`config.mk`:
```
export PLATFORM = sky130hd
export DESIGN_NAME = mem_arbiter
export DESIGN_NICKNAME = d
export VERILOG_FILES = /design/src/rtl/copy_pkg.sv /design/src/rtl/mem_arbiter.sv
export SDC_FILE = /design/constraint.sdc
export NUM_CORES = 1
export LEC_CHECK = 0
export BUFFER_PORTS_ARGS = -buffer_cell sky130_fd_sc_hd__buf_2
export CAP_MARGIN = 30
export CORE_AREA = 2 2 94 96
export CTS_CLUSTER_DIAMETER = 50
export DETAILED_ROUTE_END_ITERATION = 6
export DIE_AREA = 0 0 96 98
export GPL_TIMING_DRIVEN = 0
export PLACE_DENSITY = 0.61
export REMOVE_ABC_BUFFERS = 1
export SLEW_MARGIN = 20
export SYNTH_ARGS = -nofsm -noshare
export SYNTH_HDL_FRONTEND = slang
export SYNTH_SLANG_ARGS = --single-unit
export TNS_END_PERCENT = 50
```
`constraint.sdc`:
```
create_clock -name clk_i -period 1.65 [get_ports clk_i]
set_clock_uncertainty 0.1 [all_clocks]
set_input_delay 0.165 -clock clk_i [delete_from_list [all_inputs] [get_ports clk_i]]
set_output_delay 0.165 -clock clk_i [all_outputs]
set_load 0.01 [all_outputs]
```
`src/rtl/copy_pkg.sv`:
```
`default_nettype none

package copy_pkg;

   localparam int ADDR_W     = 12;
   localparam int PERIOD_W   = 10;
   localparam int DELAY_W    = 7;
   localparam int DATA_W     = 32;
   localparam int OFFSET_W   = $clog2(DATA_W / 8);
   localparam int MEM_WORDS  = 1024;
   localparam int WORD_AW    = $clog2(MEM_WORDS);
   localparam int FIFO_DEPTH = 8;
   localparam int FIFO_PTR_W = $clog2(FIFO_DEPTH);

   typedef struct packed {
      logic        [ADDR_W-1:0]   start;
      logic        [PERIOD_W-1:0] duty;
      logic        [PERIOD_W-1:0] period;
      logic signed [ADDR_W-1:0]   incr;        // in words
      logic        [ADDR_W-1:0]   iterations;
      logic signed [ADDR_W-1:0]   shift;       // in words, applied at the end of a period
      logic        [DELAY_W-1:0]  delay;
   } agu_cfg_t;

   typedef struct packed {
      logic              we;
      logic [WORD_AW-1:0] addr;
      logic [DATA_W-1:0]  wdata;
   } mem_req_t;

   typedef enum logic [1:0] {HOP_IDLE, HOP_READ, HOP_WRITE} host_op_e;

   typedef enum logic [1:0] {GNT_NONE, GNT_HOST, GNT_WR, GNT_RD} grant_e;

   typedef enum logic [1:0] {AG_IDLE, AG_DELAY, AG_RUN} agu_state_e;

endpackage

`default_nettype wire

```
`src/rtl/mem_arbiter.sv`:
```
`timescale 1ns/1ns
`default_nettype none

module mem_arbiter import copy_pkg::*; (
   input  wire logic               clk_i,
   input  wire logic               rst_i,

   input  wire host_op_e           host_op_i,
   input  wire logic [WORD_AW-1:0] host_addr_i,
   input  wire logic [DATA_W-1:0]  host_wdata_i,
   output logic                    host_gnt_o,

   input  wire logic               rd_req_i,
   input  wire logic [WORD_AW-1:0] rd_addr_i,
   output logic                    rd_gnt_o,

   input  wire logic               wr_req_i,
   input  wire logic [WORD_AW-1:0] wr_addr_i,
   input  wire logic [DATA_W-1:0]  wr_wdata_i,
   output logic                    wr_gnt_o,

   output mem_req_t                mem_req_o,
   output logic                    mem_en_o,
   input  wire logic [DATA_W-1:0]  mem_rdata_i,

   output logic                    host_rvalid_o,
   output logic [DATA_W-1:0]       host_rdata_o,
   output logic                    rd_rvalid_o,
   output logic [DATA_W-1:0]       rd_rdata_o
);

   grant_e gnt;
   grant_e rd_owner_q;   // who issued the read that returns this cycle
   logic   host_req;

   assign host_req = (host_op_i != HOP_IDLE);

   // writes beat reads so the FIFO always drains
   assign host_gnt_o = host_req;
   assign wr_gnt_o   = wr_req_i && !host_req;
   assign rd_gnt_o   = rd_req_i && !host_req && !wr_req_i;

   always_comb begin
      if (host_gnt_o)    gnt = GNT_HOST;
      else if (wr_gnt_o) gnt = GNT_WR;
      else if (rd_gnt_o) gnt = GNT_RD;
      else               gnt = GNT_NONE;
   end

   assign mem_en_o   = (gnt != GNT_NONE);

   always_comb begin
      mem_req_o = '0;
      unique case (gnt)
         GNT_HOST: begin
            mem_req_o.we    = (host_op_i == HOP_WRITE);
            mem_req_o.addr  = host_addr_i;
            mem_req_o.wdata = host_wdata_i;
         end
         GNT_WR: begin
            mem_req_o.we    = 1'b1;
            mem_req_o.addr  = wr_addr_i;
            mem_req_o.wdata = wr_wdata_i;
         end
         GNT_RD: begin
            mem_req_o.addr = rd_addr_i;
         end
         default: begin
            mem_req_o = '0;
         end
      endcase
   end

   always_ff @(posedge clk_i or posedge rst_i) begin
      if (rst_i) begin
         rd_owner_q <= GNT_NONE;
      end else if (gnt == GNT_HOST && host_op_i == HOP_READ) begin
         rd_owner_q <= GNT_HOST;
      end else if (gnt == GNT_RD) begin
         rd_owner_q <= GNT_RD;
      end else begin
         rd_owner_q <= GNT_NONE;
      end
   end

   assign host_rvalid_o = (rd_owner_q == GNT_HOST);
   assign rd_rvalid_o   = (rd_owner_q == GNT_RD);
   assign host_rdata_o  = mem_rdata_i;
   assign rd_rdata_o    = mem_rdata_i;

   a_one_grant: assert property (@(posedge clk_i) disable iff (rst_i)
      $onehot0({host_gnt_o, wr_gnt_o, rd_gnt_o}));

endmodule

`default_nettype wire

```
==> results of run 1 <==
[area by class of cell]
class	count	area (um2)
Multi-Input combinational cell	137	767
Inverter	3	13.8
Timing Repair Buffer	150	773
Fill cell	971	6690
Sequential cell	2	50.0
Tap cell	108	135
Clock buffer	3	41.3
[power groups by stage]
stage               combinational [mW]  sequential [mW]  clock, mW
floorplan                        0.174           0.0527          0
global placement                 0.438           0.0528          0
detailed placement               0.448           0.0529          0
CTS                              0.456           0.0524      0.198
global route                     0.505           0.0525      0.200
finish                           0.457           0.0524      0.191
[Yosys cell counts, types with 2 or more instances]
cell,instances,area share (%)
clkbuf_1,7,1.8
buf_6,3,2.4
a211oi_1,10,5.2
buf_4,68,36
nor2_1,2,0.52
buf_2,7,2.4
a2bb2oi_1,10,6.1
dfrtp_1,2,3.5
o21ai_0,36,13
inv_1,2,0.52
nand2_1,32,8.4
nor3b_2,2,1.7
o21ai_1,28,9.8
nand3b_1,10,5.2
and2_1,2,0.87
[worst paths after layout]
path	from	slack (ns)	end	cells past startpoint
min in group asynchronous	rst_i	0.26	rd_owner_q[1]$_DFF_PP0_	3
setup / recovery	host_op_i[1]	0.17	mem_req_o[27]	5
hold / removal	mem_rdata_i[27]	0.23	host_rdata_o[27]	0
max in group asynchronous	rst_i	1.08	rd_owner_q[0]$_DFF_PP0_	3
[cells by family (layout without fill, tap and decap cells)]
logic type / after synthesis / in the layout / synth area share, %
buffers and inverters: 88 / 156 / 43.0
AOI/OAI and AO/OA: 85 / 85 / 34.0
and+or+nand+nor: 52 / 52 / 19.5
DFF: 2 / 2 / 3.49
[repair_timing]
item                                   4_1_cts  5_1_grt
pin swaps                                    1        0
resized for setup                            4        2
endpoints found under the hold margin        2        0
buffers inserted                             1        0
setup endpoints to repair                   44        1
hold buffers                                 1        0
[routing by layer]
layer | track usage [%] | wire (um) | vias up
met4 | 2.20 | 32 | 2
met3 | 14.7 | 1730 | 12
met5 | 6.67 | 56 | -
met1 | 17.0 | 2970 | 849
met2 | 20.5 | 2910 | 198
li1 | - | - | 851
==> flow_summary.toml, run 1 <==
[drt]
drc = 0
antenna_left = 0
drtIter0Drc = 80
via_per_inst = 4.74
finalWirelength_mm = 7.70
drtPass1Iterations = 5
num_vias = 1912
post_drt_wl_per_cell_um = 19.1

[floorplanning]
die_area_um2 = 9410
die_height_um = 98
die_x_um = 96
core_um2 = 8470
rows = 34
ios = 245
start_util_pct = 16.9

[sta]
setup_tns_ns = 0
fin_hold_ws_ns = 0.230
tightest_slew_ns = 0.564
fin_crit_ns = 1.48
max_slew_margin_pct = 62.4
finalSetupViolCount = 0
drv_slew = 0
fmax_ghz = 0.674
hold_viol_final = 0
fin_crit_sh_pct = 89.9
rsz0062_at_grt = "no"
final.setup.worst_slack_ns = 0.167

[worst_setup_path]
critPathBufInv = 3
critical_path.max_fanout = 45
cp_slowest_cell = "buf_6"
path_class = "input pin to primary output"
cp.arrival_ns = 1.22
crit_chain = "buf_6 -> nor2_8 -> inv_4 -> o21ai_0 -> buf_2"
cpPeakStageDelay_ns = 0.30
worstPathRequired_ns = 1.38
crit_family = "buffers and inverters"
endpoint_kind = "primary output"
start_kind = "input pin"

[layout]
nets = 429
largest_register = "rd_owner_q"
final_cell_mix = "145 x buf_2, 36 x o21ai_0, 32 x nand2_1"
drive_gt1_share_pct = 52.9
diodes = 0
largest_reg_flops = 2
top_regs = "rd_owner_q (2)"
design_area_um2 = 1780
synthToLayoutAreaGrowth_pct = 24.2
final_common_cell = "buf_2"
final_util_pct = 21.0
final_cells = 403

[clock_tree]
htreeDepth = 1
numCtsBuffers = 3
clk_path_buf_depth = 2
cts_root_buffer = "clkbuf_8"
cts_tree = "built"
cts_sinks = 2

[pwr]
total_power_mw = 0.700
p_clk_share_pct = 27.2
ir_drop_mv = 0.214
net-switching-power_mw = 0.281
comb_power_share_pct = 65.3
p_seq_share_pct = 7.5
p_per_area_nw_per_um2 = 393
swShare_pct = 40.1
p_int_mw = 0.419
leakagePower_nw = 0.901

[synthesis]
yosysWarnings = 0
synth_edf_count = 0
ys.flop_type = "dfrtp_1"
async_reset_ff_share_pct = 100
seq_area_frac_synth_pct = 3.49
synth_cell_types = 21
netlist_instances = 227
netlist_area_um2 = 1430
avgSynthCellArea_um2 = 6.32
ys_ff_latch = 2

[placed_design]
routabilityCongestion = 0.858
port_buffers = 148
place_inst = 398
placed_area_um2 = 1700
hpwl_mm = 6.13
pre_cts_ws_ns = -0.507

[global_route]
grt_pass1_vias = 1770
grt_pass1_wl_mm = 10.6
grt_max_degree = 59
antenna_found_initial = 0
track_usage_pct = 15.1
gr-total-overflow = 0

[worst_hold_path]
worst_hold_path_type = "input pin to primary output"

[run_status]
status = "complete, no violations"

[job]
cap_violations = 0
Power figures use the tool's default switching activity.
==> run 2, diff against run 1 <==
--- a/config.mk
+++ b/config.mk
@@ -5,14 +5,16 @@
 export SDC_FILE = /design/constraint.sdc
 export NUM_CORES = 1
 export LEC_CHECK = 0
+export ABC_AREA = 1
 export BUFFER_PORTS_ARGS = -buffer_cell sky130_fd_sc_hd__buf_2
 export CAP_MARGIN = 30
-export CORE_AREA = 2 2 94 96
+export CELL_PAD_IN_SITES_DETAIL_PLACEMENT = 1
+export CELL_PAD_IN_SITES_GLOBAL_PLACEMENT = 2
+export CORE_UTILIZATION = 10
 export CTS_CLUSTER_DIAMETER = 50
 export DETAILED_ROUTE_END_ITERATION = 6
-export DIE_AREA = 0 0 96 98
 export GPL_TIMING_DRIVEN = 0
-export PLACE_DENSITY = 0.61
+export PLACE_DENSITY = 0.95
 export REMOVE_ABC_BUFFERS = 1
 export SLEW_MARGIN = 20
 export SYNTH_ARGS = -nofsm -noshare
==> run 2 against run 1 <==
Against the previous run: clock power grew 94%; sequential power up 0.8%; sequential cell count stayed put; non-clock buffer count up 2; routed wire length is 1.7% lower; utilization is 6.5 points lower; clock-buffer cell count stayed put; critical endpoint unchanged.
==> flow_summary.toml, run 2 <==
[job]
cap_violations = 0

[worst_setup_path]
cp_slowest_cell = "inv_6"
worstPathRequired_ns = 1.38
start_kind = "input pin"
path_class = "input pin to primary output"
endpoint_kind = "primary output"
critical_path.max_fanout = 33
critPathBufInv = 3
cpPeakStageDelay_ns = 0.25
crit_path_frequent_cell = "nand2_1"
crit_family = "buffers and inverters"
cp.arrival_ns = 1.22
crit_chain = "buf_2 -> nor2_4 -> nand2_1 -> inv_6 -> nand2_1 -> nand2_1 -> buf_2"

[pwr]
total_power_mw = 0.836
swShare_pct = 33.7
net-switching-power_mw = 0.281
p_int_mw = 0.555
comb_power_share_pct = 49.4
ir_drop_mv = 0.230
p_seq_share_pct = 6.3
p_per_area_nw_per_um2 = 478
leakagePower_nw = 1.09
p_clk_share_pct = 44.3

[synthesis]
synth_edf_count = 0
yosysWarnings = 0
seq_area_frac_synth_pct = 4.08
synth_xor_area_share_pct = 0
synth_top_cell_by_area = "buf_4"
synthSimpleGateAreaFrac_pct = 49.0
ys.flop_type = "dfrtp_1"
netlist_instances = 232
synth.area.mux_share_pct = 0
synth_top_family_by_area = "simple AND/OR/NAND/NOR gates"
synthAdderAreaFrac_pct = 0
yosysMostFrequentCell = "nand2_1"
synthTopCellsByCount = "109 x nand2_1, 64 x buf_4, 30 x nand3_1"
avgSynthCellArea_um2 = 5.29
synth-compound-area-share_pct = 0
ys_ff_latch = 2
async_reset_ff_share_pct = 100
synth_cell_types = 12
synth_top_area_share_pct = 39.1
netlist_area_um2 = 1230
synthTopCellsByArea = "buf_4 39%, nand2_1 33%, nand3_1 12%, dfrtp_1 4.1%, buf_2 2.9%"

[layout]
diodes = 0
final_cell_mix = "148 x buf_2, 109 x nand2_1, 30 x nand3_1"
final_common_cell = "buf_2"
largest_reg_flops = 2
fill_cells = 1580
synthToLayoutAreaGrowth_pct = 42.4
nets = 447
design_area_um2 = 1750
largest_register = "rd_owner_q"
top_regs = "rd_owner_q (2)"
drive_gt1_share_pct = 50.8

[sta]
hold_viol_final = 0
fin_crit_ns = 1.49
fin_crit_sh_pct = 90.1
drv_slew = 0
fin_hold_ws_ns = 0.111
fmax_ghz = 0.673
tightest_slew_ns = 0.583
rsz0062_at_grt = "no"
max_slew_margin_pct = 61.1
finalSetupViolCount = 0

[placed_design]
hpwl_mm = 5.91
routabilityCongestion = 0.675
port_buffers = 148
placed_area_um2 = 1600

[drt]
via_per_inst = 3.88
num_vias = 1785
drtPass1Iterations = 4
antenna_left = 0
post_drt_wl_per_cell_um = 16.5
finalWirelength_mm = 7.57
drc = 0
drtIter0Drc = 49

[floorplanning]
die_x_um = 113
core_um2 = 12000
rows = 40
die_height_um = 113
die_area_um2 = 12700
ios = 245
start_util_pct = 10.2

[global_route]
grt_pass1_wl_mm = 10.4
track_usage_pct = 11.1
grt_pass1_vias = 1708
gr-total-overflow = 0
grt_max_degree = 46
antenna_found_initial = 1

[clock_tree]
clk_path_buf_depth = 2
htreeDepth = 1
cts_tree = "built"
cts_sinks = 2
numCtsBuffers = 3
clk_pin_slew_ns = 0.03
cts_root_buffer = "clkbuf_16"

[run_status]
status = "complete, no violations"

[worst_hold_path]
worstHoldPathCells = 2
min_from = "host_op_i[1]"
worstHoldEndpoint = "rd_owner_q[0]$_DFF_PP0_"
worst_hold_path_type = "input pin to flip-flop"
run 2: cell count changes in the layout (fill, tap and decap cells not counted), moves of 3 or more:
cell / change
nand2_1: +77
o21ai_0: -36
nand3_1: +30
o21ai_1: -28
a211oi_1: -10
a2bb2oi_1: -10
nand3b_1: -10
nor2_1: +4
buf_2: +3
clkbuf_16: +3
clkbuf_8: -3
run 2: per-layer routing:
metal,part of all wire [%],up-vias,routed length [um],GRT usage (%)
met5,1.0,-,77,9.02
met3,20,8,1510,10.0
met4,0.45,2,34,0.978
met1,42,776,3170,12.6
met2,37,187,2770,14.9
li1,-,812,-,-
run 2: how the worst max path moves through the flow:
stage | startpoint | end | slack [ns] | cells past startpoint
floorplan | host_op_i[0] | rd_gnt_o | -0.0004 | 3
detailed placement | host_op_i[0] | mem_req_o[21] | -0.72 | 6
finish | host_op_i[1] | mem_req_o[27] | 0.16 | 7
CTS | wr_req_i | mem_req_o[36] | 0.04 | 5
global placement | host_op_i[0] | mem_req_o[21] | -0.75 | 6
global route | wr_req_i | mem_req_o[26] | 0.07 | 6
run 2: repair_timing:
action                     CTS  global route
setup endpoints to repair   46             3
buffers inserted             3             0
gates cloned                 1             0
hold endpoints to repair     2             0
resized for setup            5             2
hold buffers                 1             0
pin swaps                    1             0
run 2: cells by family after synthesis:
kind of cell	Yosys count
simple gates	149
buf+inv	81
flops	2
run 2: final cells by class:
type	count	area [um2]	share of cell area, %
Clock buffer	3	75.1	4.29
Multi-Input combinational cell	150	621	35.5
Sequential cell	2	50.0	2.86
Inverter	6	32.5	1.86
Tap cell	147	184	10.5
Timing Repair Buffer	152	786	45.0
run 2: power groups by stage:
stage                     sequential [mW]  combinational (mW)  clock (mW)
after floorplan                    0.0530               0.159           0
after global placement             0.0531               0.394           0
after detailed placement           0.0531               0.397           0
after CTS                          0.0528               0.419       0.377
after global routing               0.0531               0.456       0.382
final                              0.0528               0.413       0.370
run 2: stage by stage:
stage | TNS, ns | cells | util (%) | worst slack, ns
after floorplan | -0.000440 | 157 | - | -0.000440
after global placement | -30.57 | 452 | 13.3 | -0.746
after detailed placement | -29.70 | 452 | 13.3 | -0.725
after CTS | 0 | 460 | 14.5 | 0.0358
after global routing | 0 | 460 | 14.6 | 0.0719
final | 0 | 460 | 14.6 | 0.164
