--- config.mk ---
export PLATFORM = sky130hd
export DESIGN_NAME = copy_fifo
export DESIGN_NICKNAME = d
export VERILOG_FILES = /design/src/rtl/copy_pkg.sv /design/src/rtl/copy_fifo.sv
export SDC_FILE = /design/constraint.sdc
export NUM_CORES = 1
export LEC_CHECK = 0
export BUFFER_PORTS_ARGS = -buffer_cell sky130_fd_sc_hd__buf_2
export CAP_MARGIN = 20
export CORE_UTILIZATION = 55
export CTS_CLUSTER_SIZE = 30
export DETAILED_ROUTE_END_ITERATION = 6
export GPL_TIMING_DRIVEN = 0
export PLACE_DENSITY = 0.74
export SLEW_MARGIN = 20
export SYNTH_ARGS = -nofsm -noshare
export SYNTH_HDL_FRONTEND = slang
export SYNTH_SLANG_ARGS = --single-unit
--- constraint.sdc ---
create_clock -name clk_i -period 5.7 [get_ports clk_i]
set_input_delay 1.14 -clock clk_i [delete_from_list [all_inputs] [get_ports clk_i]]
set_output_delay 1.14 -clock clk_i [all_outputs]
set_load 0.005 [all_outputs]
--- src/rtl/copy_pkg.sv ---
`default_nettype none

package copy_pkg;

   localparam int ADDR_W     = 12;
   localparam int PERIOD_W   = 10;
   localparam int DELAY_W    = 7;
   localparam int DATA_W     = 32;
   localparam int OFFSET_W   = $clog2(DATA_W / 8);
   localparam int MEM_WORDS  = 1024;
   localparam int WORD_AW    = $clog2(MEM_WORDS);
   localparam int FIFO_DEPTH = 8;
   localparam int FIFO_PTR_W = $clog2(FIFO_DEPTH);

   typedef struct packed {
      logic        [ADDR_W-1:0]   start;
      logic        [PERIOD_W-1:0] duty;
      logic        [PERIOD_W-1:0] period;
      logic signed [ADDR_W-1:0]   incr;        // in words
      logic        [ADDR_W-1:0]   iterations;
      logic signed [ADDR_W-1:0]   shift;       // in words, applied at the end of a period
      logic        [DELAY_W-1:0]  delay;
   } agu_cfg_t;

   typedef struct packed {
      logic              we;
      logic [WORD_AW-1:0] addr;
      logic [DATA_W-1:0]  wdata;
   } mem_req_t;

   typedef enum logic [1:0] {HOP_IDLE, HOP_READ, HOP_WRITE} host_op_e;

   typedef enum logic [1:0] {GNT_NONE, GNT_HOST, GNT_WR, GNT_RD} grant_e;

   typedef enum logic [1:0] {AG_IDLE, AG_DELAY, AG_RUN} agu_state_e;

endpackage

`default_nettype wire

--- src/rtl/copy_fifo.sv ---
`timescale 1ns/1ns
`default_nettype none

module copy_fifo import copy_pkg::*; (
   input  wire logic              clk_i,
   input  wire logic              rst_i,
   input  wire logic              push_i,
   input  wire logic [DATA_W-1:0] push_data_i,
   input  wire logic              pop_i,
   input  wire logic              reserve_i,
   output logic [DATA_W-1:0]      head_o,
   output logic                   not_empty_o,
   output logic                   has_room_o
);

   logic [DATA_W-1:0]     buf_q [FIFO_DEPTH];
   logic [FIFO_PTR_W-1:0] wr_ptr_q;
   logic [FIFO_PTR_W-1:0] rd_ptr_q;
   logic [FIFO_PTR_W:0]   count_q;
   logic [FIFO_PTR_W:0]   in_flight_q;    // granted reads whose data has not arrived yet

   always_ff @(posedge clk_i) begin
      if (push_i) begin
         buf_q[wr_ptr_q] <= push_data_i;
      end
   end

   always_ff @(posedge clk_i or posedge rst_i) begin
      if (rst_i) begin
         wr_ptr_q    <= '0;
         rd_ptr_q    <= '0;
         count_q     <= '0;
         in_flight_q <= '0;
      end else begin
         if (push_i) wr_ptr_q <= wr_ptr_q + 1'b1;
         if (pop_i)  rd_ptr_q <= rd_ptr_q + 1'b1;
         count_q     <= count_q + push_i - pop_i;
         in_flight_q <= in_flight_q + reserve_i - push_i;
      end
   end

   assign head_o      = buf_q[rd_ptr_q];
   assign not_empty_o = (count_q != '0);
   assign has_room_o  = ((count_q + in_flight_q) < FIFO_DEPTH);

   a_no_overflow: assert property (@(posedge clk_i) disable iff (rst_i)
      push_i |-> (count_q < FIFO_DEPTH));

   a_no_underflow: assert property (@(posedge clk_i) disable iff (rst_i)
      pop_i |-> not_empty_o);

endmodule

`default_nettype wire

==> flow_metrics.py, run 1 <==
metrics = {
    "timing": {
        "rsz0062_at_grt": "false",
        "hold_viol_final": 0,
        "setup_viol": 0,
        "finalCritPeriodShare_pct": 63.1,
        "finalClockSkew_ns": 0.00575,
        "slew_headroom_pct": 45.2,
        "min_period_ns": 3.59,
        "fmax_mhz": 278,
        "tightest_slew_ns": 0.822,
        "maxSlewViolCount": 0,
        "finalSetupTns_ns": 0,
    },
    "worst_setup_path": {
        "setup.worst_path.start_class": "register",
        "crit_start": "rd_ptr_q[1]$_DFFE_PP0P_",
        "crit_chain": "clkbuf_1 > clkbuf_1 > mux2_2 > buf_2",
        "critPathSlowestCell": "clkbuf_1",
        "cp-endpoint": "head_o[10]",
        "cp.required_ns": 4.56,
        "regToRegEndpoint": "buf_q[2][15]$_DFFE_PP_",
        "reg2regPathDepth": 4,
        "cp.depth": 4,
        "crit_top_cell": "clkbuf_1",
        "cp_max_fo": 10,
        "path_delay_family": "buffers and inverters",
        "regToRegSetupSlack_ns": 3.69,
        "critPathCaptureType": "output port",
        "arrival_ns": 2.45,
        "r2r-start": "wr_ptr_q[1]$_DFFE_PP0P_",
        "slowest_delay_ns": 0.67,
        "critPathBufInv": 3,
        "path_class": "register to output port",
    },
    "job": {
        "drv_cap": 0,
    },
    "routing": {
        "firstDrtPassIters": 4,
        "drt_iter0_markers": 296,
        "wl_mm": 19.4,
        "viasPerCell": 5.99,
        "routedWlPerCell_um": 23.8,
        "drc": 0,
        "antenna_left": 0,
        "num_vias": 4887,
    },
    "pwr": {
        "sw_frac_of_total_pct": 27.8,
        "power_frac_comb_pct": 31.8,
        "p_clk_share_pct": 26.6,
        "p_int_uw": 4530,
        "ir_worst_vdd_uv": 291,
        "p_sw_uw": 1750,
        "pwr-share-seq_pct": 41.6,
        "leakage_uw": 0.00428,
        "power.density_mw_per_mm2": 509,
    },
    "synthesis": {
        "synth_top_area_share_pct": 72.7,
        "syn-num-nets": 502,
        "synthCells": 449,
        "yosysTopAreaCell": "edfxtp_1",
        "ys_seq_elements": 270,
        "syn_avg_cell_area_um2": 23.5,
        "yosysSeqAreaShare_pct": 76.1,
        "synth_area_leaders": "edfxtp_1 73%, mux4_2 8.3%, mux4_1 6.2%",
        "yosysWarnings": 0,
        "synth_area_mm2": 0.0106,
        "synth.distinct_cells": 24,
    },
    "global_route": {
        "grt_first_pass_wirelength_mm": 29.4,
        "grtUsageTotal_pct": 20.6,
        "grt_pass1_vias": 5209,
        "grt-ovfl-total": 0,
        "grt_max_degree": 21,
        "antenna_found_initial": 1,
    },
    "floorplan": {
        "ios": 71,
        "floorplan.rows": 50,
        "initial_utilization_pct": 56.3,
        "core_mm2": 0.0188,
        "die_x_um": 141,
        "die_h_um": 141,
        "dieArea_mm2": 0.0198,
    },
    "finish": {
        "fillers": 1228,
        "final_cells": 816,
        "drive_above_1_share_pct": 36.4,
        "nets": 616,
        "area_growth_pct": 16.8,
    },
    "clocking": {
        "clock_latency_ns": 0.52,
        "cts_resized": 0,
        "cts_sinks": 270,
        "htree_levels": 1,
        "path_clk_slew_ns": 0.06,
        "tritoncts": "done",
        "hold_buffers": 0,
        "post_cts_buffers": 0,
        "numCtsBuffers": 27,
        "cts_max_path_buffers": 3,
        "cts_root_buffer": "clkbuf_16",
    },
    "status": {
        "status": "finished, final reports clean",
    },
    "placement": {
        "dp_hpwl_mm": 12.0,
        "io_buffer_count": 70,
        "gp_congestion": 0.719,
        "placedCellCount": 768,
    },
    "min_path": {
        "hp-class": "register to register",
    },
}
## cells in the final DEF, fill, tap and decap left out, drive strengths merged, types with 2 or more instances in the layout
master and count:
clkbuf 37, a21oi 2, buf 97, xor2 3, inv 16, nand2 4
bufinv 3, fa 2, nor3 2, dfrtp 14, nor2 6, clkinv 12
xnor2 6, edfxtp 256, nand2b 3, diode 2, ha 14, mux2 34
mux4 64, a21o 2
## state kept, by name, indices dropped and copies added, names as in the netlist
name,count
buf_q,256
count_q,4
in_flight_q,4
wr_ptr_q,3
rd_ptr_q,3
## stage by stage
step	setup WS (ns)	util, %	area (um^2)	hold WS [ns]	power, uW
global placement	-0.670	59.7	11200	0.530	4520
finish	2.11	65.8	12300	0.561	6280
floorplan	1.80	-	10600	0.517	3930
global route	1.99	65.7	12300	0.622	6560
CTS	2.03	65.7	12300	0.571	6350
detailed placement	2.59	61.3	11500	0.557	4680
## synthesized netlist by cell type
library cell and number:
mux2_2 34, xor2_1 3, a21oi_1 2, dfrtp_1 14, clkbuf_1 6, nand3_1 1, a31o_2 1, nor2_1 6
a21o_1 2, buf_8 2, a2111oi_0 1, fa_1 2, edfxtp_1 256, buf_12 2, ha_1 14, xnor2_1 6
mux4_2 39, nor3_1 2, nand2b_1 3, inv_1 16, buf_6 2, mux4_1 25, nand2_1 4, buf_2 6
## logic make-up after synthesis
| logic type | synth area share, % |
|---|---|
| simple gates | 0.675 |
| buf+inv | 1.94 |
| flops | 76.1 |
| xor+xnor | 0.746 |
| mux | 18.1 |
| compound gates | 0.403 |
| fa+ha+maj | 2.04 |
## worst min path at each step
stage                       startpoint                      end  slack [ns]  cells past startpoint
2_1_floorplan  wr_ptr_q[2]$_DFFE_PP0P_  wr_ptr_q[2]$_DFFE_PP0P_        0.52                      1
3_3_place_gp   wr_ptr_q[1]$_DFFE_PP0P_  wr_ptr_q[1]$_DFFE_PP0P_        0.53                      1
3_5_place_dp   wr_ptr_q[1]$_DFFE_PP0P_  wr_ptr_q[1]$_DFFE_PP0P_        0.56                      1
4_1_cts        wr_ptr_q[1]$_DFFE_PP0P_  wr_ptr_q[1]$_DFFE_PP0P_        0.57                      1
5_1_grt        wr_ptr_q[1]$_DFFE_PP0P_  wr_ptr_q[1]$_DFFE_PP0P_        0.62                      1
6_report       wr_ptr_q[1]$_DFFE_PP0P_  wr_ptr_q[1]$_DFFE_PP0P_        0.56                      1
## final cells by class
type	instances	area [um^2]	area share (%)
Clock buffer	31	691	5.60
Antenna cell	2	5.00	0.0406
Sequential cell	270	8040	65.1
Multi-Input combinational cell	145	2380	19.3
Inverter	16	60.1	0.487
Tap cell	234	293	2.37
Timing Repair Buffer	85	591	4.79
Clock inverter	15	138	1.12
Buffer	18	145	1.18
## power by group through the flow
stage                     registers, uW  clock network, uW  logic, uW
after detailed placement           2650                  0       2020
after floorplan                    2630                  0       1300
final                              2610               1670       1990
after global placement             2660                  0       1860
after CTS                          2610               1700       2030
after global routing               2640               1770       2150
## metal layers
layer  share of wire (%)  GRT usage [%]  up-vias
li1                    -              -     2113
met1                  40           26.3     2582
met2                  52           35.7      144
met3                 5.6           3.77       48
met4                 2.8           7.38        0
met5                   0              0        -
Note: power is estimated with default switching activity, not from simulation.
==> run 2: changes to the inputs <==
--- a/config.mk
+++ b/config.mk
@@ -7,11 +7,11 @@
 export LEC_CHECK = 0
 export BUFFER_PORTS_ARGS = -buffer_cell sky130_fd_sc_hd__buf_2
 export CAP_MARGIN = 20
-export CORE_UTILIZATION = 55
+export CORE_UTILIZATION = 54
 export CTS_CLUSTER_SIZE = 30
 export DETAILED_ROUTE_END_ITERATION = 6
 export GPL_TIMING_DRIVEN = 0
-export PLACE_DENSITY = 0.74
+export PLACE_DENSITY = 0.75
 export SLEW_MARGIN = 20
 export SYNTH_ARGS = -nofsm -noshare
 export SYNTH_HDL_FRONTEND = slang
==> constraint.sdc (replaced) <==
create_clock -name clk_i -period 3.07 [get_ports clk_i]
set_input_delay 0.614 -clock clk_i [delete_from_list [all_inputs] [get_ports clk_i]]
set_output_delay 0.614 -clock clk_i [all_outputs]
set_load 0.005 [all_outputs]
==> flow_metrics.py, run 2 (synthesis gave the netlist of run 1 again) <==
metrics = {
    "worst_setup_path": {
        "crit_top_cell": "clkbuf_1",
        "regToRegSetupSlack_ns": 0.90,
        "cp.depth": 4,
        "setup.worst_path.start_class": "register",
        "crit_chain": "clkbuf_1 > clkbuf_1 > mux2_2 > buf_2",
        "arrival_ns": 2.35,
        "critPathBufInv": 3,
        "path_delay_family": "buffers and inverters",
        "critPathCaptureType": "output port",
        "critPathSlowestCell": "clkbuf_1",
        "reg2regPathDepth": 5,
        "path_class": "register to output port",
        "cp_max_fo": 10,
        "slowest_delay_ns": 0.62,
        "cp.required_ns": 2.46,
    },
    "timing": {
        "min_period_ns": 2.96,
        "finalClockSkew_ns": 0.00853,
        "maxSlewViolCount": 0,
        "setup_ws_ns": 0.109,
        "finalCritPeriodShare_pct": 96.4,
        "slew_headroom_pct": 46.7,
        "hold_viol_final": 0,
        "fmax_mhz": 338,
        "tightest_slew_ns": 0.796,
        "rsz0062_at_grt": "false",
        "finalSetupTns_ns": 0,
        "setup_viol": 0,
    },
    "routing": {
        "drt_iter0_markers": 268,
        "viasPerCell": 5.69,
        "wl_mm": 19.7,
        "firstDrtPassIters": 5,
        "antenna_left": 0,
        "drc": 0,
        "num_vias": 4765,
        "routedWlPerCell_um": 23.6,
    },
    "global_route": {
        "grt_max_degree": 20,
        "grt_first_pass_wirelength_mm": 30.7,
        "grt-ovfl-total": 0,
        "grt_pass1_vias": 5223,
        "grtUsageTotal_pct": 20.9,
        "antenna_found_initial": 2,
    },
    "clocking": {
        "htree_levels": 1,
        "path_clk_slew_ns": 0.06,
        "clock_latency_ns": 0.52,
        "cts_max_path_buffers": 3,
        "post_cts_buffers": 0,
        "hold_buffers": 0,
        "tritoncts": "done",
        "cts_sinks": 270,
        "numCtsBuffers": 27,
        "cts_root_buffer": "clkbuf_16",
    },
    "job": {
        "drv_cap": 0,
    },
    "floorplan": {
        "dieArea_mm2": 0.0201,
        "core_mm2": 0.0190,
        "die_h_um": 142,
        "ios": 71,
        "floorplan.rows": 50,
        "die_x_um": 142,
        "initial_utilization_pct": 55.8,
    },
    "pwr": {
        "power.density_mw_per_mm2": 937,
        "leakage_uw": 0.00428,
        "ir_worst_vdd_uv": 488,
    },
    "min_path": {
        "hp-class": "input port to async pin",
    },
    "placement": {
        "io_buffer_count": 70,
        "dp_hpwl_mm": 12.1,
        "placed_area_mm2": 0.0116,
        "gp_congestion": 0.713,
        "pre_cts_slack_ns": 0.510,
    },
    "finish": {
        "final_area_mm2": 0.0124,
        "regMostFlops": "buf_q",
        "reg.largest.list": "buf_q x256, count_q x4, in_flight_q x4",
        "drive_above_1_share_pct": 36.7,
        "fin_util_pct": 65.3,
        "nets": 613,
        "area_growth_pct": 17.1,
        "n_antenna_cell": 0,
        "final_cell_mix": "256 x edfxtp_1, 76 x buf_2, 39 x mux4_2",
        "largest_register_ff_count": 256,
        "layout_commonest_cell": "edfxtp_1",
    },
    "status": {
        "status": "finished, final reports clean",
    },
}
==> run 2: area by class of cell <==
| class | count | area [um^2] |
|---|---|---|
| Sequential cell | 270 | 8040 |
| Clock inverter | 14 | 111 |
| Tap cell | 260 | 325 |
| Clock buffer | 32 | 694 |
| Timing Repair Buffer | 82 | 607 |
| Fill cell | 1240 | 6580 |
| Multi-Input combinational cell | 145 | 2390 |
| Buffer | 18 | 148 |
| Inverter | 16 | 60.1 |
==> run 2: repair_timing <==
action,4_1_cts,5_1_grt
gates cloned,0,0
gates resized for setup,1,2
endpoints found under the setup margin,10,1
==> run 2: path summary, 6_finish.rpt <==
path	from	endpoint
setup / recovery	rd_ptr_q[1]$_DFFE_PP0P_	head_o[8]
hold / removal	rst_i	count_q[0]$_DFF_PP0_
setup reg to reg	wr_ptr_q[1]$_DFFE_PP0P_	buf_q[0][9]$_DFFE_PP_
hold reg to reg	wr_ptr_q[1]$_DFFE_PP0P_	wr_ptr_q[1]$_DFFE_PP0P_
max in group asynchronous	rst_i	rd_ptr_q[0]$_DFFE_PP0P_
min in group clk_i	reserve_i	in_flight_q[0]$_DFF_PP0_
==> run 2: through the flow <==
stage               instances  hold slack (ns)  power, uW
CTS                       837            0.161      11800
global route              837            0.194      12200
finish                    837            0.171      11600
floorplan                 449            0.503       7300
detailed placement        791            0.571       8710
global placement          779            0.530       8390
==> run 2: routing by layer <==
metal / GRT usage (%) / vias up / wire [um]
met2: 37.0 / 130 / 10300
met1: 27.4 / 2494 / 8200
met4: 4.30 / 4 / 262
met5: 0 / - / 28
li1: - / 2112 / -
met3: 3.51 / 25 / 898
==> run 2: power breakdown <==
part           switching [uW]  total, uW  internal, uW
combinational            1780       3700          1920
sequential                203       4860          4660
clock                    1270       3030          1760
total                    3250      11600          8350
==> run 2: worst register-to-register path: stages (launching register included) <==
cell,delay [ns]
dfrtp_1,0.41
nand2b_1,0.33
nor3_4,0.57
buf_8,0.23
buf_6,0.16
buf_8,0.17
==> run 3: changes to the inputs <==
--- a/config.mk
+++ b/config.mk
@@ -12,6 +12,7 @@
 export DETAILED_ROUTE_END_ITERATION = 6
 export GPL_TIMING_DRIVEN = 0
 export PLACE_DENSITY = 0.75
+export SETUP_SLACK_MARGIN = 0.15
 export SLEW_MARGIN = 20
 export SYNTH_ARGS = -nofsm -noshare
 export SYNTH_HDL_FRONTEND = slang
==> flow_metrics.py, run 3 (synthesis gave the netlist of run 1 again) <==
metrics = {
    "floorplan": {
        "die_x_um": 142,
        "die_h_um": 142,
        "dieArea_mm2": 0.0201,
        "ios": 71,
        "initial_utilization_pct": 55.8,
        "core_mm2": 0.0190,
        "floorplan.rows": 50,
    },
    "timing": {
        "whs_ns": 0.168,
        "finalClockSkew_ns": 0.00917,
        "maxSlewViolCount": 0,
        "hold_viol_final": 0,
        "min_period_ns": 2.86,
        "rsz0062_at_grt": "true",
        "tightest_slew_ns": 0.778,
        "fmax_mhz": 349,
        "setup_ws_ns": 0.206,
        "slew_headroom_pct": 48.0,
        "setup_viol": 0,
        "finalCritPeriodShare_pct": 93.3,
    },
    "finish": {
        "final_area_mm2": 0.0125,
        "regMostFlops": "buf_q",
        "layout_commonest_cell": "edfxtp_1",
        "regArea_mm2": 0.00804,
        "fillers": 1224,
        "n_antenna_cell": 0,
        "multi_input_area_mm2": 0.00239,
        "final_cells": 841,
        "area_growth_pct": 17.9,
        "reg.largest.list": "buf_q x256, count_q x4, in_flight_q x4",
        "nets": 617,
        "final_cell_mix": "256 x edfxtp_1, 72 x buf_2, 40 x mux4_2",
        "largest_register_ff_count": 256,
        "drive_above_1_share_pct": 38.0,
    },
    "status": {
        "status": "finished, final reports clean",
    },
    "routing": {
        "firstDrtPassIters": 4,
        "routedWlPerCell_um": 23.5,
        "num_vias": 4799,
        "wl_mm": 19.8,
        "drc": 0,
        "drt_iter0_markers": 259,
        "viasPerCell": 5.71,
        "antenna_left": 0,
    },
    "global_route": {
        "grt_max_degree": 20,
        "grt_pass1_vias": 5224,
        "grt_first_pass_wirelength_mm": 30.7,
        "grtUsageTotal_pct": 20.9,
        "grt-ovfl-total": 0,
        "antenna_found_initial": 2,
    },
    "worst_setup_path": {
        "slowest_delay_ns": 0.58,
        "critPathSlowestCell": "mux4_1",
        "critPathCaptureType": "output port",
        "arrival_ns": 2.25,
        "crit_chain": "buf_12 > buf_4 > mux4_1 > mux2_2 > buf_2",
        "cp_max_fo": 5,
        "path_class": "register to output port",
        "setup.worst_path.start_class": "register",
        "cp.required_ns": 2.46,
    },
    "placement": {
        "pre_cts_slack_ns": 0.510,
        "io_buffer_count": 70,
        "dp_hpwl_mm": 12.1,
        "gp_congestion": 0.713,
        "placed_area_mm2": 0.0116,
        "placedCellCount": 791,
    },
    "clocking": {
        "cts_root_buffer": "clkbuf_16",
        "cts_max_path_buffers": 3,
        "clock_latency_ns": 0.52,
        "numCtsBuffers": 27,
        "tritoncts": "done",
        "path_clk_slew_ns": 0.06,
        "htree_levels": 1,
        "cts_sinks": 270,
        "hold_buffers": 0,
    },
    "job": {
        "drv_cap": 0,
    },
    "min_path": {
        "hp-class": "input port to async pin",
    },
    "pwr": {
        "total_power_uw": 11700,
        "ir_worst_vdd_uv": 488,
        "leakage_uw": 0.00432,
        "power.density_mw_per_mm2": 942,
    },
}
==> run 3: cell count changes in the layout (fill, tap and decap cells not counted), sizes merged <==
| cell | before | now |
|---|---|---|
| clkbuf | 38 | 42 |
==> run 3: worst max-delay path, delay by kind of cell, from the launching register on <==
| kind | cells | cell delay, ns |
|---|---|---|
| buffers and inverters | 3 | 0.42 |
| flip-flops | 1 | 0.45 |
| multiplexers | 2 | 0.87 |
==> run 3: area by class of cell <==
cell class | instances | share of cell area (%)
multi-input cells | 145 | 19.2
flip-flops and latches | 270 | 64.5
repair buffers | 86 | 5.25
clock buffers | 32 | 5.57
clock inverters | 14 | 0.893
well taps | 260 | 2.61
plain buffers | 18 | 1.52
inverters | 16 | 0.482
==> run 3: stage by stage <==
| step | util (%) | setup TNS [ns] |
|---|---|---|
| finish | 65.7 | 0 |
| global route | 65.7 | 0 |
| CTS | 65.4 | 0 |
| detailed placement | 61.0 | 0 |
| global placement | 59.4 | -242.49 |
| floorplan | - | 0 |
==> run 3: power by group <==
group / leakage, uW / switching, uW / internal (uW) / total [uW]
sequential: 0.00249 / 214 / 4660 / 4880
combinational: 0.00144 / 1800 / 2030 / 3830
clock: 0.000397 / 1270 / 1760 / 3030
total: 0.00432 / 3280 / 8460 / 11700
==> run 3: what timing repair did <==
item                                    4_1_cts  5_1_grt
gates cloned                                  0        1
setup buffers                                 0        3
gates resized for setup                       8       10
endpoints found under the setup margin       32       29
==> run 3: final timing paths <==
| path | from | to | slack, ns | cells after the start |
|---|---|---|---|---|
| setup / recovery | rd_ptr_q[0]$_DFFE_PP0P_ | head_o[31] | 0.21 | 5 |
| hold / removal | rst_i | rd_ptr_q[1]$_DFFE_PP0P_ | 0.17 | 2 |
| setup reg to reg | wr_ptr_q[1]$_DFFE_PP0P_ | buf_q[0][13]$_DFFE_PP_ | 0.89 | 5 |
| hold reg to reg | wr_ptr_q[1]$_DFFE_PP0P_ | wr_ptr_q[1]$_DFFE_PP0P_ | 0.60 | 1 |
| max in group asynchronous | rst_i | rd_ptr_q[0]$_DFFE_PP0P_ | 2.47 | 2 |
| min in group clk_i | reserve_i | in_flight_q[0]$_DFF_PP0_ | 0.33 | 2 |
==> run 3: layer usage <==
layer	wire length (um)	part of all wire, %	up-vias	GRT usage [%]
met5	28	0.14	-	0
met4	262	1.3	4	4.30
met3	1360	6.9	25	3.54
met2	10300	52	174	37.0
met1	7820	40	2471	27.5
li1	-	-	2125	-
