$ cat src/rtl/copy_pkg.sv
`default_nettype none

package copy_pkg;

   localparam int ADDR_W     = 12;
   localparam int PERIOD_W   = 10;
   localparam int DELAY_W    = 7;
   localparam int DATA_W     = 32;
   localparam int OFFSET_W   = $clog2(DATA_W / 8);
   localparam int MEM_WORDS  = 1024;
   localparam int WORD_AW    = $clog2(MEM_WORDS);
   localparam int FIFO_DEPTH = 8;
   localparam int FIFO_PTR_W = $clog2(FIFO_DEPTH);

   typedef struct packed {
      logic        [ADDR_W-1:0]   start;
      logic        [PERIOD_W-1:0] duty;
      logic        [PERIOD_W-1:0] period;
      logic signed [ADDR_W-1:0]   incr;        // in words
      logic        [ADDR_W-1:0]   iterations;
      logic signed [ADDR_W-1:0]   shift;       // in words, applied at the end of a period
      logic        [DELAY_W-1:0]  delay;
   } agu_cfg_t;

   typedef struct packed {
      logic              we;
      logic [WORD_AW-1:0] addr;
      logic [DATA_W-1:0]  wdata;
   } mem_req_t;

   typedef enum logic [1:0] {HOP_IDLE, HOP_READ, HOP_WRITE} host_op_e;

   typedef enum logic [1:0] {GNT_NONE, GNT_HOST, GNT_WR, GNT_RD} grant_e;

   typedef enum logic [1:0] {AG_IDLE, AG_DELAY, AG_RUN} agu_state_e;

endpackage

`default_nettype wire

$ cat src/rtl/addr_gen.sv
`timescale 1ns/1ns
`default_nettype none

module addr_gen import copy_pkg::*; (
   input  wire logic              clk_i,
   input  wire logic              rst_i,
   input  wire logic              run_i,
   input  wire agu_cfg_t          cfg_i,
   output logic                   valid_o,
   input  wire logic              ready_i,
   output logic [ADDR_W-1:0]      addr_o,
   output logic                   done_o
);

   agu_state_e state_q;

   logic [DELAY_W-1:0]  delay_cnt_q;
   logic [PERIOD_W-1:0] per_q;
   logic [ADDR_W-1:0]   iter_q;

   logic                per_last;
   logic                iter_last;
   logic [ADDR_W-1:0]   incr_step;
   logic [ADDR_W-1:0]   shift_step;

   // a zero count behaves as a count of one
   assign per_last  = ((per_q + 1'b1) == cfg_i.period) || (cfg_i.period == '0);
   assign iter_last = ((iter_q + 1'b1) == cfg_i.iterations) || (cfg_i.iterations == '0);

   assign incr_step  = {cfg_i.incr[ADDR_W-1-OFFSET_W:0], {OFFSET_W{1'b0}}};   // words to bytes
   assign shift_step = {cfg_i.shift[ADDR_W-1-OFFSET_W:0], {OFFSET_W{1'b0}}};

   always_ff @(posedge clk_i or posedge rst_i) begin
      if (rst_i) begin
         state_q     <= AG_IDLE;
         delay_cnt_q <= '0;
         per_q       <= '0;
         iter_q      <= '0;
         addr_o      <= '0;
         valid_o     <= 1'b0;
         done_o      <= 1'b1;
      end else if (run_i) begin
         delay_cnt_q <= cfg_i.delay;
         per_q       <= '0;
         iter_q      <= '0;
         addr_o      <= cfg_i.start;
         done_o      <= 1'b0;
         if (cfg_i.delay == '0) begin
            state_q <= AG_RUN;
            valid_o <= 1'b1;
         end else begin
            state_q <= AG_DELAY;
            valid_o <= 1'b0;
         end
      end else begin
         unique case (state_q)
            AG_DELAY: begin
               delay_cnt_q <= delay_cnt_q - 1'b1;
               if (delay_cnt_q == 1) begin
                  state_q <= AG_RUN;
                  valid_o <= 1'b1;
               end
            end
            AG_RUN: begin
               if (valid_o && ready_i) begin
                  if (per_last && iter_last) begin
                     state_q <= AG_IDLE;
                     valid_o <= 1'b0;
                     done_o  <= 1'b1;
                     per_q   <= '0;
                     iter_q  <= '0;
                  end else if (per_last) begin
                     addr_o <= addr_o + shift_step;
                     per_q  <= '0;
                     iter_q <= iter_q + 1'b1;
                  end else begin
                     if (per_q < cfg_i.duty) begin
                        addr_o <= addr_o + incr_step;   // only the duty part of a period moves
                     end
                     per_q <= per_q + 1'b1;
                  end
               end
            end
            default: begin
               valid_o <= 1'b0;
            end
         endcase
      end
   end

   a_valid_not_done: assert property (@(posedge clk_i) disable iff (rst_i)
      !(valid_o && done_o));

   // an offered address must not move until it is taken
   a_addr_hold: assert property (@(posedge clk_i) disable iff (rst_i)
      (valid_o && !ready_i && !run_i) |=> (valid_o && $stable(addr_o)));

endmodule

`default_nettype wire

$ cat config.mk
export PLATFORM = sky130hd
export DESIGN_NAME = addr_gen
export DESIGN_NICKNAME = d
export VERILOG_FILES = /design/src/rtl/copy_pkg.sv /design/src/rtl/addr_gen.sv
export SDC_FILE = /design/constraint.sdc
export NUM_CORES = 1
export LEC_CHECK = 0
export BUFFER_PORTS_ARGS = -buffer_cell sky130_fd_sc_hd__clkbuf_2
export CAP_MARGIN = 15
export CORE_UTILIZATION = 49
export DETAILED_ROUTE_END_ITERATION = 8
export GPL_TIMING_DRIVEN = 0
export PLACE_DENSITY = 0.77
export SYNTH_ARGS = -nofsm -noshare
export SYNTH_HDL_FRONTEND = slang
export SYNTH_SLANG_ARGS = --single-unit
$ cat constraint.sdc
create_clock -name clk_i -period 4.6 [get_ports clk_i]
set_clock_uncertainty 0.05 [all_clocks]
set_input_delay 0.23 -clock clk_i [delete_from_list [all_inputs] [get_ports clk_i]]
set_output_delay 0.23 -clock clk_i [all_outputs]
set_load 0.005 [all_outputs]
==> reports/metrics.cfg, run 1 <==
[logic_synthesis]
synthesis.area_sq_um = 3812
ys_ff_latch = 45
synth_top_area_share_pct = 28.88
synth_edf_count = 0
ys_seq_area_share_pct = 29.57
synth_cells = 442
yosys-top-cells-area = dfrtp_1 29%, ha_1 7.2%, o21ai_0 6.4%
ys_warn_count = 0
synth_fp_nets = 544
ys_types = 62
synthArstFlopShare_pct = 100.0
synth_area_leader_cell = dfrtp_1
synth_top_flop_cell = dfrtp_1
syn_avg_cell_area_sq_um = 8.625

[critical_path]
cp.required_ps = 4740
worstSetupPathType = flip-flop to flip-flop
start_kind = flip-flop
worstPathMaxFanout = 10
worstSetupEndpointType = flip-flop
cp_data_arrival_time_ps = 4530

[clock_tree]
cts_sinks = 45
cts.root.buffer_cell = clkbuf_8
cts_tree = built
cts_buffer_depth = 2
clk_latency_ps = 310
htreeDepth = 2
path_clk_slew_ps = 90
cts_buffers = 5

[min_path]
hold_path_class = primary input to flip-flop

[global_routing]
antenna_found_initial = 0
grt_pass1_wl_um = 16000
grt_max_degree = 39
first_global_vias = 3565
gr-total-overflow = 0
grt_usage_pct = 23.84

[place]
hpwl_um = 7037
gp_congestion = 0.8976
portBuffers = 88
pre_cts_slack_ps = -704.8

[cells_and_area]
final.fill_count = 634
final_net_count = 650
num_antenna_cells = 0
synthToLayoutAreaGrowth_pct = 23.01
multiInputGateArea_sq_um = 2596
drive_above_1_share_pct = 29.14
ff_latch_area_sq_um = 1130

[drt]
drc_errors = 0
drt_pass1_iterations = 4
ant_nets = 0
routedWlPerCell_um = 14.79
drt_iter0_markers = 174
drt_wl_total_um = 9581
vias = 3694
vias_per_cell = 5.701

[sta]
tns_ps = 0
finalMaxSlewViolations = 0
fin_ws_ps = 209.0
fmax_mhz = 227.7
maxSlewHeadroom_pct = 45.53
setup_viol = 0
post-route-min-period_ps = 4391
fin_crit_sh_pct = 95.46
tightest_slew_ps = 813.2
hold_viol = 0

[pwr]
max-vdd-ir-drop_mv = 0.2198
combPwrFrac_pct = 42.8
power_density_nw_per_um2 = 309.6
p_total_w = 0.001452
net-switching-power_w = 0.0004998
intPower_w = 0.0009523
pwr-share-seq_pct = 35.2
pwr-share-clk_pct = 22.0
power.share.switching_pct = 34.42
p_leak_nw = 2.131

[floorplanning]
start_util_pct = 51.73
fp-row-count = 31
core_area_sq_um = 7370
die_w_um = 90.21
die_h_um = 90.21
dieArea_sq_um = 8137
ios = 93

[status]
status = completed

[run]
maxCapViolations = 0

==> path summary, 6_finish.rpt <==
check                           from              to  slack [ps]  cells after the start
max reg2reg                 per_q[0]      addr_o[11]         210                     17
min in group asynchronous      rst_i       addr_o[0]         320                      3
min                         cfg_i[3]  delay_cnt_q[3]          90                      3
max                         per_q[0]      addr_o[11]         210                     17
max in group asynchronous      rst_i          done_o        3680                      4
min reg2reg                addr_o[0]       addr_o[0]         460                      1
==> worst max-delay path, stage by stage, from the launching register on <==
cell and delay, ps:
dfrtp_2 450, ha_4 270, xnor2_1 150, nand2_1 80, nor4b_2 250, nand3_1 160
o31ai_4 310, buf_6 180, buf_6 170, mux2_2 350, ha_1 230, a211oi_2 250
o211ai_1 210, a2111oi_4 420, o21ai_0 170, mux2i_1 200, o211ai_1 110, mux2_4 270
==> layout make-up <==
class                      count  area share [%]
multi-input combinational    357           55.36
sequential                    45           24.09
timing repair buffer          99           11.47
tap                           99           2.641
buffer                        17           2.108
clock buffer                   7           1.841
inverter                      23           1.841
clock inverter                 1          0.6403
==> through the flow <==
stage	util, %	instance area [sq um]	hold WS, ps	cells
final	63.63	4690	94.24	648
after global routing	63.63	4690	104.5	648
after CTS	61.83	4557	92.20	639
after detailed placement	59.66	4397	80.15	630
after global placement	59.39	4377	400.3	629
after floorplan	-	3812	301.0	442
==> timing repair <==
item	4_1_cts	5_1_grt
setup endpoints to repair	6	3
resized for setup	12	13
hold endpoints to repair	7	0
setup buffers	0	9
gates cloned	0	0
pin swaps	1	6
hold buffers	1	0
==> cell usage after synthesis, drive strengths merged, types with 3 or more instances <==
cell type / n
o41ai: 7
mux2i: 4
nor4: 9
nor3b: 4
nor2b: 6
buf: 8
nor3: 14
o31ai: 9
ha: 22
o21a: 4
a211oi: 8
a21oi: 16
or2: 3
clkbuf: 9
mux2: 22
nand2: 40
o211ai: 3
nand3: 23
nand4: 4
nand2b: 9
xor2: 17
inv: 23
o22ai: 4
xnor2: 23
nor2: 22
o21ai: 49
dfrtp: 44
a21o: 5
==> power groups by stage <==
stage,clock network (W),logic [W],registers [W]
6_report,0.000320,0.000622,0.000510
5_1_grt,0.000338,0.000686,0.000520
4_1_cts,0.000323,0.000569,0.000508
3_5_place_dp,0,0.000552,0.000514
3_3_place_gp,0,0.000533,0.000514
2_1_floorplan,0,0.000400,0.000506
==> flip-flops by register name (all words and copies together), names as in the netlist <==
register / cells
delay_cnt_q: 7
per_q: 10
iter_q: 12
state_q: 2
valid_o: 1
done_o: 1
addr_o: 12
==> cell usage in the layout, fill, tap and decap left out, drive strengths merged, types with 2 or more instances in the layout <==
cell type	n
or4	2
nand2	40
buf	18
o21a	4
o31ai	9
xor2	17
and2	2
a311oi	2
nor4	9
and3	2
nor4b	2
a2111oi	2
a21o	5
or2	3
nor3b	4
clkbuf	104
or3	2
o41ai	7
mux2i	4
nor2	22
a21oi	16
nand3	23
nor3	14
nand2b	9
o211ai	3
nor2b	6
a31oi	2
ha	22
xnor2	23
and4	2
inv	23
o21ai	49
dfrtp	44
a211oi	8
nand3b	2
nand4	4
mux2	22
o22ai	4
==> kinds of logic (layout without fill, tap and decap cells) <==
| group | after synthesis | after routing | synth area share (%) |
|---|---|---|---|
| fa+ha+maj | 24 | 24 | 8.008 |
| xor+xnor | 40 | 40 | 9.189 |
| mux | 26 | 26 | 8.435 |
| buf+inv | 40 | 147 | 4.398 |
| compound gates | 117 | 117 | 20.12 |
| simple gates | 150 | 150 | 20.28 |
| flops | 45 | 45 | 29.57 |
==> routing by layer <==
metal	share of wire [%]	up-vias	GRT usage, %
li1	-	1825	-
met1	45	1741	30.16
met2	48	112	40.84
met3	5.4	16	4.653
met4	1.5	0	7.527
met5	0	-	0
Power figures use the tool's default switching activity.
==> run 2: changes to the inputs <==
--- a/config.mk
+++ b/config.mk
@@ -7,10 +7,9 @@
 export LEC_CHECK = 0
 export BUFFER_PORTS_ARGS = -buffer_cell sky130_fd_sc_hd__clkbuf_2
 export CAP_MARGIN = 15
-export CORE_UTILIZATION = 49
+export CORE_UTILIZATION = 33
 export DETAILED_ROUTE_END_ITERATION = 8
 export GPL_TIMING_DRIVEN = 0
-export PLACE_DENSITY = 0.77
 export SYNTH_ARGS = -nofsm -noshare
 export SYNTH_HDL_FRONTEND = slang
 export SYNTH_SLANG_ARGS = --single-unit
==> run 2 against run 1 <==
Combinational power down 3.7%. Largest power group unchanged. Global-route usage down 5.9 points. Cell count up 6.3%. Sequential share of layout area down 0.28 points. Cell area up 1.2%. Non-clock buffer count unchanged.
==> reports/metrics.cfg, run 2 (synthesized netlist as in run 1, its figures left out) <==
[status]
status = completed

[cells_and_area]
top_regs = addr_o: 12 flops, iter_q: 12 flops, per_q: 10 flops
layout_commonest_cell = clkbuf_2
drive_above_1_share_pct = 28.96  ; -0.18 points
ff_latch_area_sq_um = 1130  ; unchanged
final_net_count = 650  ; unchanged
final.fill_count = 1151  ; +82%
most-common-layout-cells = 89 x clkbuf_2, 45 x o21ai_0, 42 x dfrtp_1
multiInputGateArea_sq_um = 2565  ; -1.2%
num_antenna_cells = 0  ; unchanged
synthToLayoutAreaGrowth_pct = 24.45

[global_routing]
grt_max_degree = 41  ; +5.1%
grt_pass1_wl_um = 16870  ; +5.4%
antenna_found_initial = 0  ; unchanged
grt_usage_pct = 17.89  ; -5.9 points
gr-total-overflow = 0  ; unchanged
first_global_vias = 3630  ; +1.8%

[min_path]
hold_path_class = primary input to flip-flop
min-delay-start = cfg_i[5]

[sta]
post-route-min-period_ps = 4429  ; +38.01 ps
tightest_slew_ps = 803.2  ; -10.02 ps
fin_crit_sh_pct = 96.28  ; +0.83 points
setup_viol = 0  ; unchanged
fin_ws_ps = 170.9  ; -38.01 ps
hold_viol = 0  ; unchanged
hold_slack_ps = 109.2  ; +14.98 ps
finalMaxSlewViolations = 0  ; unchanged
maxSlewHeadroom_pct = 46.20  ; +0.67 points
fmax_mhz = 225.8  ; -0.86%

[clock_tree]
cts_buffers = 5  ; unchanged
cts_sinks = 45  ; unchanged
path_clk_slew_ps = 70  ; -20 ps
cts.root.buffer_cell = clkbuf_16
clk_latency_ps = 290  ; -20 ps
htreeDepth = 2  ; unchanged
cts_buffer_depth = 2  ; unchanged
cts_tree = built

[critical_path]
cp_slowest_cell = dfrtp_2
cp_data_arrival_time_ps = 4550  ; +20 ps
cp.required_ps = 4720  ; -20 ps
crit_chain = ha_2 > xnor2_1 > nand2_1 > nor4b_1 > nand3_1 > o31ai_4 > buf_6 > buf_8 > mux2_2 > ha_1 > o21ai_2 > o211ai_1 > a2111oi_4 > nor2_1 > xnor2_1 > nand3_1 > o211ai_1 > mux2_4
worstPathMaxFanout = 10  ; unchanged
worstSetupStartpoint = per_q[1]
crit_path_max_incr_delay_ps = 450  ; about the same
cp_top_family = compound AO/OA/AOI/OAI gates
worstSetupPathType = flip-flop to flip-flop
start_kind = flip-flop
cp_num_buf_inv = 2  ; unchanged
worstSetupEndpointType = flip-flop
r2r-start = per_q[1]

[place]
gp_congestion = 0.8102  ; -9.7%
pre_cts_slack_ps = -726.7  ; -21.83 ps
portBuffers = 88  ; unchanged
hpwl_um = 7823  ; +11%

[floorplanning]
core_area_sq_um = 11030  ; +50%
die_w_um = 109.5  ; +21%
start_util_pct = 34.56  ; -17 points
dieArea_sq_um = 11990  ; +47%
ios = 93  ; unchanged
fp-row-count = 38  ; +23%
die_h_um = 109.5  ; +21%

[run]
maxCapViolations = 0  ; unchanged

[drt]
drt_pass1_iterations = 4  ; unchanged
vias = 3620  ; -2.0%
ant_nets = 0  ; unchanged
drt_wl_total_um = 10430  ; +8.9%
drt_iter0_markers = 89  ; -49%
vias_per_cell = 5.254  ; -7.8%
drc_errors = 0  ; unchanged
routedWlPerCell_um = 15.14  ; +2.4%

[pwr]
power_density_nw_per_um2 = 312.2  ; +0.83%
p_total_w = 0.001481  ; +2.0%
max-vdd-ir-drop_mv = 0.1893  ; -14%
p_leak_nw = 2.132  ; about the same

## run 2: cell types whose count changed in the layout (fill, tap and decap cells not counted), moves of 2 or more
cell	delta
ha_4	-2
clkbuf_8	-6
clkbuf_16	+5
clkinvlp_4	+3
## run 2: path summary, 6_finish.rpt
check / slack (ps) / end / cells after the start
min: 110 / delay_cnt_q[5] / 3
min in group asynchronous: 310 / iter_q[9] / 3
min reg2reg: 460 / addr_o[0] / 1
max reg2reg: 170 / addr_o[11] / 18
max: 170 / addr_o[11] / 18
max in group asynchronous: 3680 / done_o / 4
## run 2: worst reg2reg max path, delay by kind of cell (launching register included)
kind	cells	cell delay, ps
XOR/XNOR	2	260
AO/OA/AOI/OAI	5	1190
flip-flops	1	450
buffers and inverters	2	350
multiplexers	2	610
adder cells (fa/ha/maj)	2	700
AND/OR/NAND/NOR	5	700
## run 2: timing repair
action / 4_1_cts / 5_1_grt
hold endpoints to repair: 5 / 0
resized for setup: 13 / 12
buffers inserted: 0 / 9
setup endpoints to repair: 6 / 3
hold buffers: 1 / 0
pin swaps: 0 / 6
## run 2: final cells by class
class	instances	area share (%)
plain buffers	17	2.162
clock buffers	5	2.637
inverters	23	1.820
clock inverters	3	0.4747
repair buffers	99	11.34
multi-input cells	357	54.06
well taps	140	3.692
flip-flops and latches	45	23.81
## run 2: per-layer routing
metal | vias up | track usage (%) | routed length (um) | share of wire, %
met5 | - | 0 | 0 | 0
met3 | 6 | 3.972 | 548 | 5.3
li1 | 1824 | - | - | -
met4 | 0 | 3.810 | 70 | 0.67
met1 | 1703 | 22.40 | 4843 | 46
met2 | 87 | 31.36 | 4969 | 48
## run 2: metrics by stage
stage	instance area, sq um	util (%)	instances	setup TNS, ps
finish	4745	43.01	689	0
global route	4745	43.01	689	-9.810
CTS	4639	42.06	680	0
detailed placement	4448	40.32	671	-2159
global placement	4428	40.14	670	-1991
floorplan	3812	-	442	0
## run 2: where the power goes
group | internal (W) | switching (W) | leakage, nW
logic | 0.000307 | 0.000292 | 1.50
clock network | 0.000202 | 0.000170 | 0.0621
registers | 0.000451 | 0.0000588 | 0.571
total | 0.000961 | 0.000521 | 2.13
==> run 3: changes to the inputs <==
--- a/config.mk
+++ b/config.mk
@@ -7,9 +7,12 @@
 export LEC_CHECK = 0
 export BUFFER_PORTS_ARGS = -buffer_cell sky130_fd_sc_hd__clkbuf_2
 export CAP_MARGIN = 15
+export CELL_PAD_IN_SITES_DETAIL_PLACEMENT = 1
+export CELL_PAD_IN_SITES_GLOBAL_PLACEMENT = 1
 export CORE_UTILIZATION = 33
 export DETAILED_ROUTE_END_ITERATION = 8
 export GPL_TIMING_DRIVEN = 0
+export PLACE_DENSITY_LB_ADDON = 0.1
 export SYNTH_ARGS = -nofsm -noshare
 export SYNTH_HDL_FRONTEND = slang
 export SYNTH_SLANG_ARGS = --single-unit
==> run 3 against run 2 <==
Clock power up 16%. Critical path depth down 1. Die area unchanged. Sequential power about the same. Utilization up 0.27 points. Wire length up 9.6%. Global-route usage up 2.2 points. Via count up 2.6%. First-iteration DRC count down 9.0%. Sequential share of layout area down 0.15 points.
==> reports/metrics.cfg, run 3 (synthesized netlist as in run 1, its figures left out) <==
[floorplanning]
die_h_um = 109.5  ; unchanged
fp-row-count = 38  ; unchanged
core_area_sq_um = 11030  ; unchanged
ios = 93  ; unchanged
dieArea_sq_um = 11990  ; unchanged
die_w_um = 109.5  ; unchanged
start_util_pct = 34.56  ; unchanged

[critical_path]
r2r_cells = 17  ; -1
reg2reg_to = addr_o[11]
worstPathMaxFanout = 10  ; unchanged
worstSetupEndpointType = flip-flop
cp.required_ps = 4720  ; about the same
worstSetupPathType = flip-flop to flip-flop
r2r-start = per_q[0]
start_kind = flip-flop
r2r_slack_ps = 210  ; +40 ps
cp_data_arrival_time_ps = 4510  ; -40 ps

[place]
portBuffers = 88  ; unchanged
dp_cells = 671  ; unchanged
hpwl_um = 8639  ; +10%
pre_cts_slack_ps = -895.6  ; -169.0 ps
gp_congestion = 0.7767  ; -4.1%

[sta]
maxSlewHeadroom_pct = 40.65  ; -5.6 points
fmax_mhz = 228.0  ; +0.97%
post-route-min-period_ps = 4387  ; -42.36 ps
finalMaxSlewViolations = 0  ; unchanged
hold_viol = 0  ; unchanged
fin_crit_sh_pct = 95.36  ; -0.92 points
fin_ws_ps = 213.3  ; +42.36 ps
tightest_slew_ps = 886.2  ; +82.99 ps
hold_slack_ps = 116.1  ; +6.918 ps
setup_viol = 0  ; unchanged

[global_routing]
grt_max_degree = 32  ; -22%
antenna_found_initial = 0  ; unchanged
gr-total-overflow = 0  ; unchanged
grt_pass1_wl_um = 18820  ; +12%
grt_usage_pct = 20.12  ; +2.2 points
first_global_vias = 3888  ; +7.1%

[cells_and_area]
multiInputGateArea_sq_um = 2580  ; +0.59%
layout_commonest_cell = clkbuf_2
final-instance-count-excl-fill = 688  ; -0.15%
ff_latch_area_sq_um = 1130  ; unchanged
num_antenna_cells = 0  ; unchanged
top_regs = addr_o: 12 flops, iter_q: 12 flops, per_q: 10 flops
final_net_count = 649  ; -0.15%
synthToLayoutAreaGrowth_pct = 25.24
most-common-layout-cells = 90 x clkbuf_2, 46 x o21ai_0, 42 x dfrtp_1
final_core_util_pct = 43.28  ; +0.27 points
final.fill_count = 1352  ; +17%
drive_above_1_share_pct = 29.38  ; +0.42 points

[drt]
drt_wl_total_um = 11430  ; +9.6%
ant_nets = 0  ; unchanged
vias_per_cell = 5.398  ; +2.7%
drc_errors = 0  ; unchanged
vias = 3714  ; +2.6%
drt_iter0_markers = 81  ; -9.0%
routedWlPerCell_um = 16.62  ; +9.8%
drt_pass1_iterations = 4  ; unchanged

[min_path]
holdPathEnd = delay_cnt_q[4]
hold_path_class = primary input to flip-flop
min_path_cells = 3  ; unchanged
min-delay-start = cfg_i[4]

[pwr]
max-vdd-ir-drop_mv = 0.1783  ; -5.8%
p_leak_nw = 2.150  ; +0.88%
power_density_nw_per_um2 = 323.9  ; +3.7%
p_total_w = 0.001547  ; +4.4%

[clock_tree]
cts.root.buffer_cell = clkbuf_16
cts_buffers = 5  ; unchanged
cts_sinks = 45  ; unchanged
path_clk_slew_ps = 70  ; about the same
clk_latency_ps = 280  ; about the same
htreeDepth = 2  ; unchanged
cts_tree = built
cts_buffer_depth = 2  ; unchanged

[run]
maxCapViolations = 0  ; unchanged

[status]
status = completed

## run 3: cell count changes in the layout (fill, tap and decap cells not counted), moves of 2 or more
cell,previous run,this run
a2111oi_2,0,2
clkinvlp_4,3,0
buf_6,2,4
buf_4,11,8
## run 3: how the worst max path moves through the flow
stage / start / to / slack, ps / cells past startpoint
4_1_cts: per_q[0] / addr_o[11] / 3 / 17
6_report: per_q[0] / addr_o[11] / 210 / 17
2_1_floorplan: per_q[0] / addr_o[11] / 180 / 17
3_3_place_gp: per_q[0] / addr_o[11] / -840 / 17
5_1_grt: per_q[0] / addr_o[11] / -20 / 18
3_5_place_dp: per_q[0] / addr_o[11] / -900 / 17
## run 3: metal layers
metal  part of all wire, %  global-route usage, %  vias up
met5                     0                      0        -
met4                  0.51                  3.238        0
met3                   3.9                  3.201        4
met2                    50                  36.34       67
met1                    46                  25.50     1809
li1                      -                      -     1834
## run 3: repair_timing
| item | 4_1_cts | 5_1_grt |
|---|---|---|
| setup buffers | 2 | 6 |
| pin swaps | 2 | 7 |
| cloned | 0 | 0 |
| resized for setup | 14 | 13 |
| hold endpoints to repair | 14 | 0 |
| endpoints found under the setup margin | 6 | 3 |
| hold buffers | 1 | 0 |
## run 3: cell type report
class,count,area share [%]
repair buffers,98,11.06
clock inverters,1,0.6289
plain buffers,17,2.149
clock buffers,7,2.987
well taps,140,3.669
inverters,23,1.808
flip-flops and latches,45,23.66
multi-input cells,357,54.04
## run 3: critical path, stage by stage, from the launching register on
cell,delay [ps]
dfrtp_2,440
ha_2,360
xnor2_1,110
nand2_1,80
nor4b_2,240
nand3_1,160
o31ai_4,320
buf_6,180
buf_6,170
mux2_2,350
ha_1,220
a211oi_2,240
o211ai_1,180
a2111oi_2,440
o21ai_0,180
mux2i_1,180
o211ai_1,90
mux2_4,270
## run 3: metrics by stage
stage | setup TNS [ps] | area [sq um]
after floorplan | 0 | 3812
after global placement | -2870 | 4428
after detailed placement | -2999 | 4448
after CTS | 0 | 4683
after global routing | -17.49 | 4775
final | 0 | 4775
## run 3: where the power goes
group | total [W] | switching [W] | internal, W
logic | 0.000604 | 0.000293 | 0.000311
clock network | 0.000430 | 0.000158 | 0.000272
registers | 0.000512 | 0.0000605 | 0.000452
total | 0.00155 | 0.000512 | 0.00103
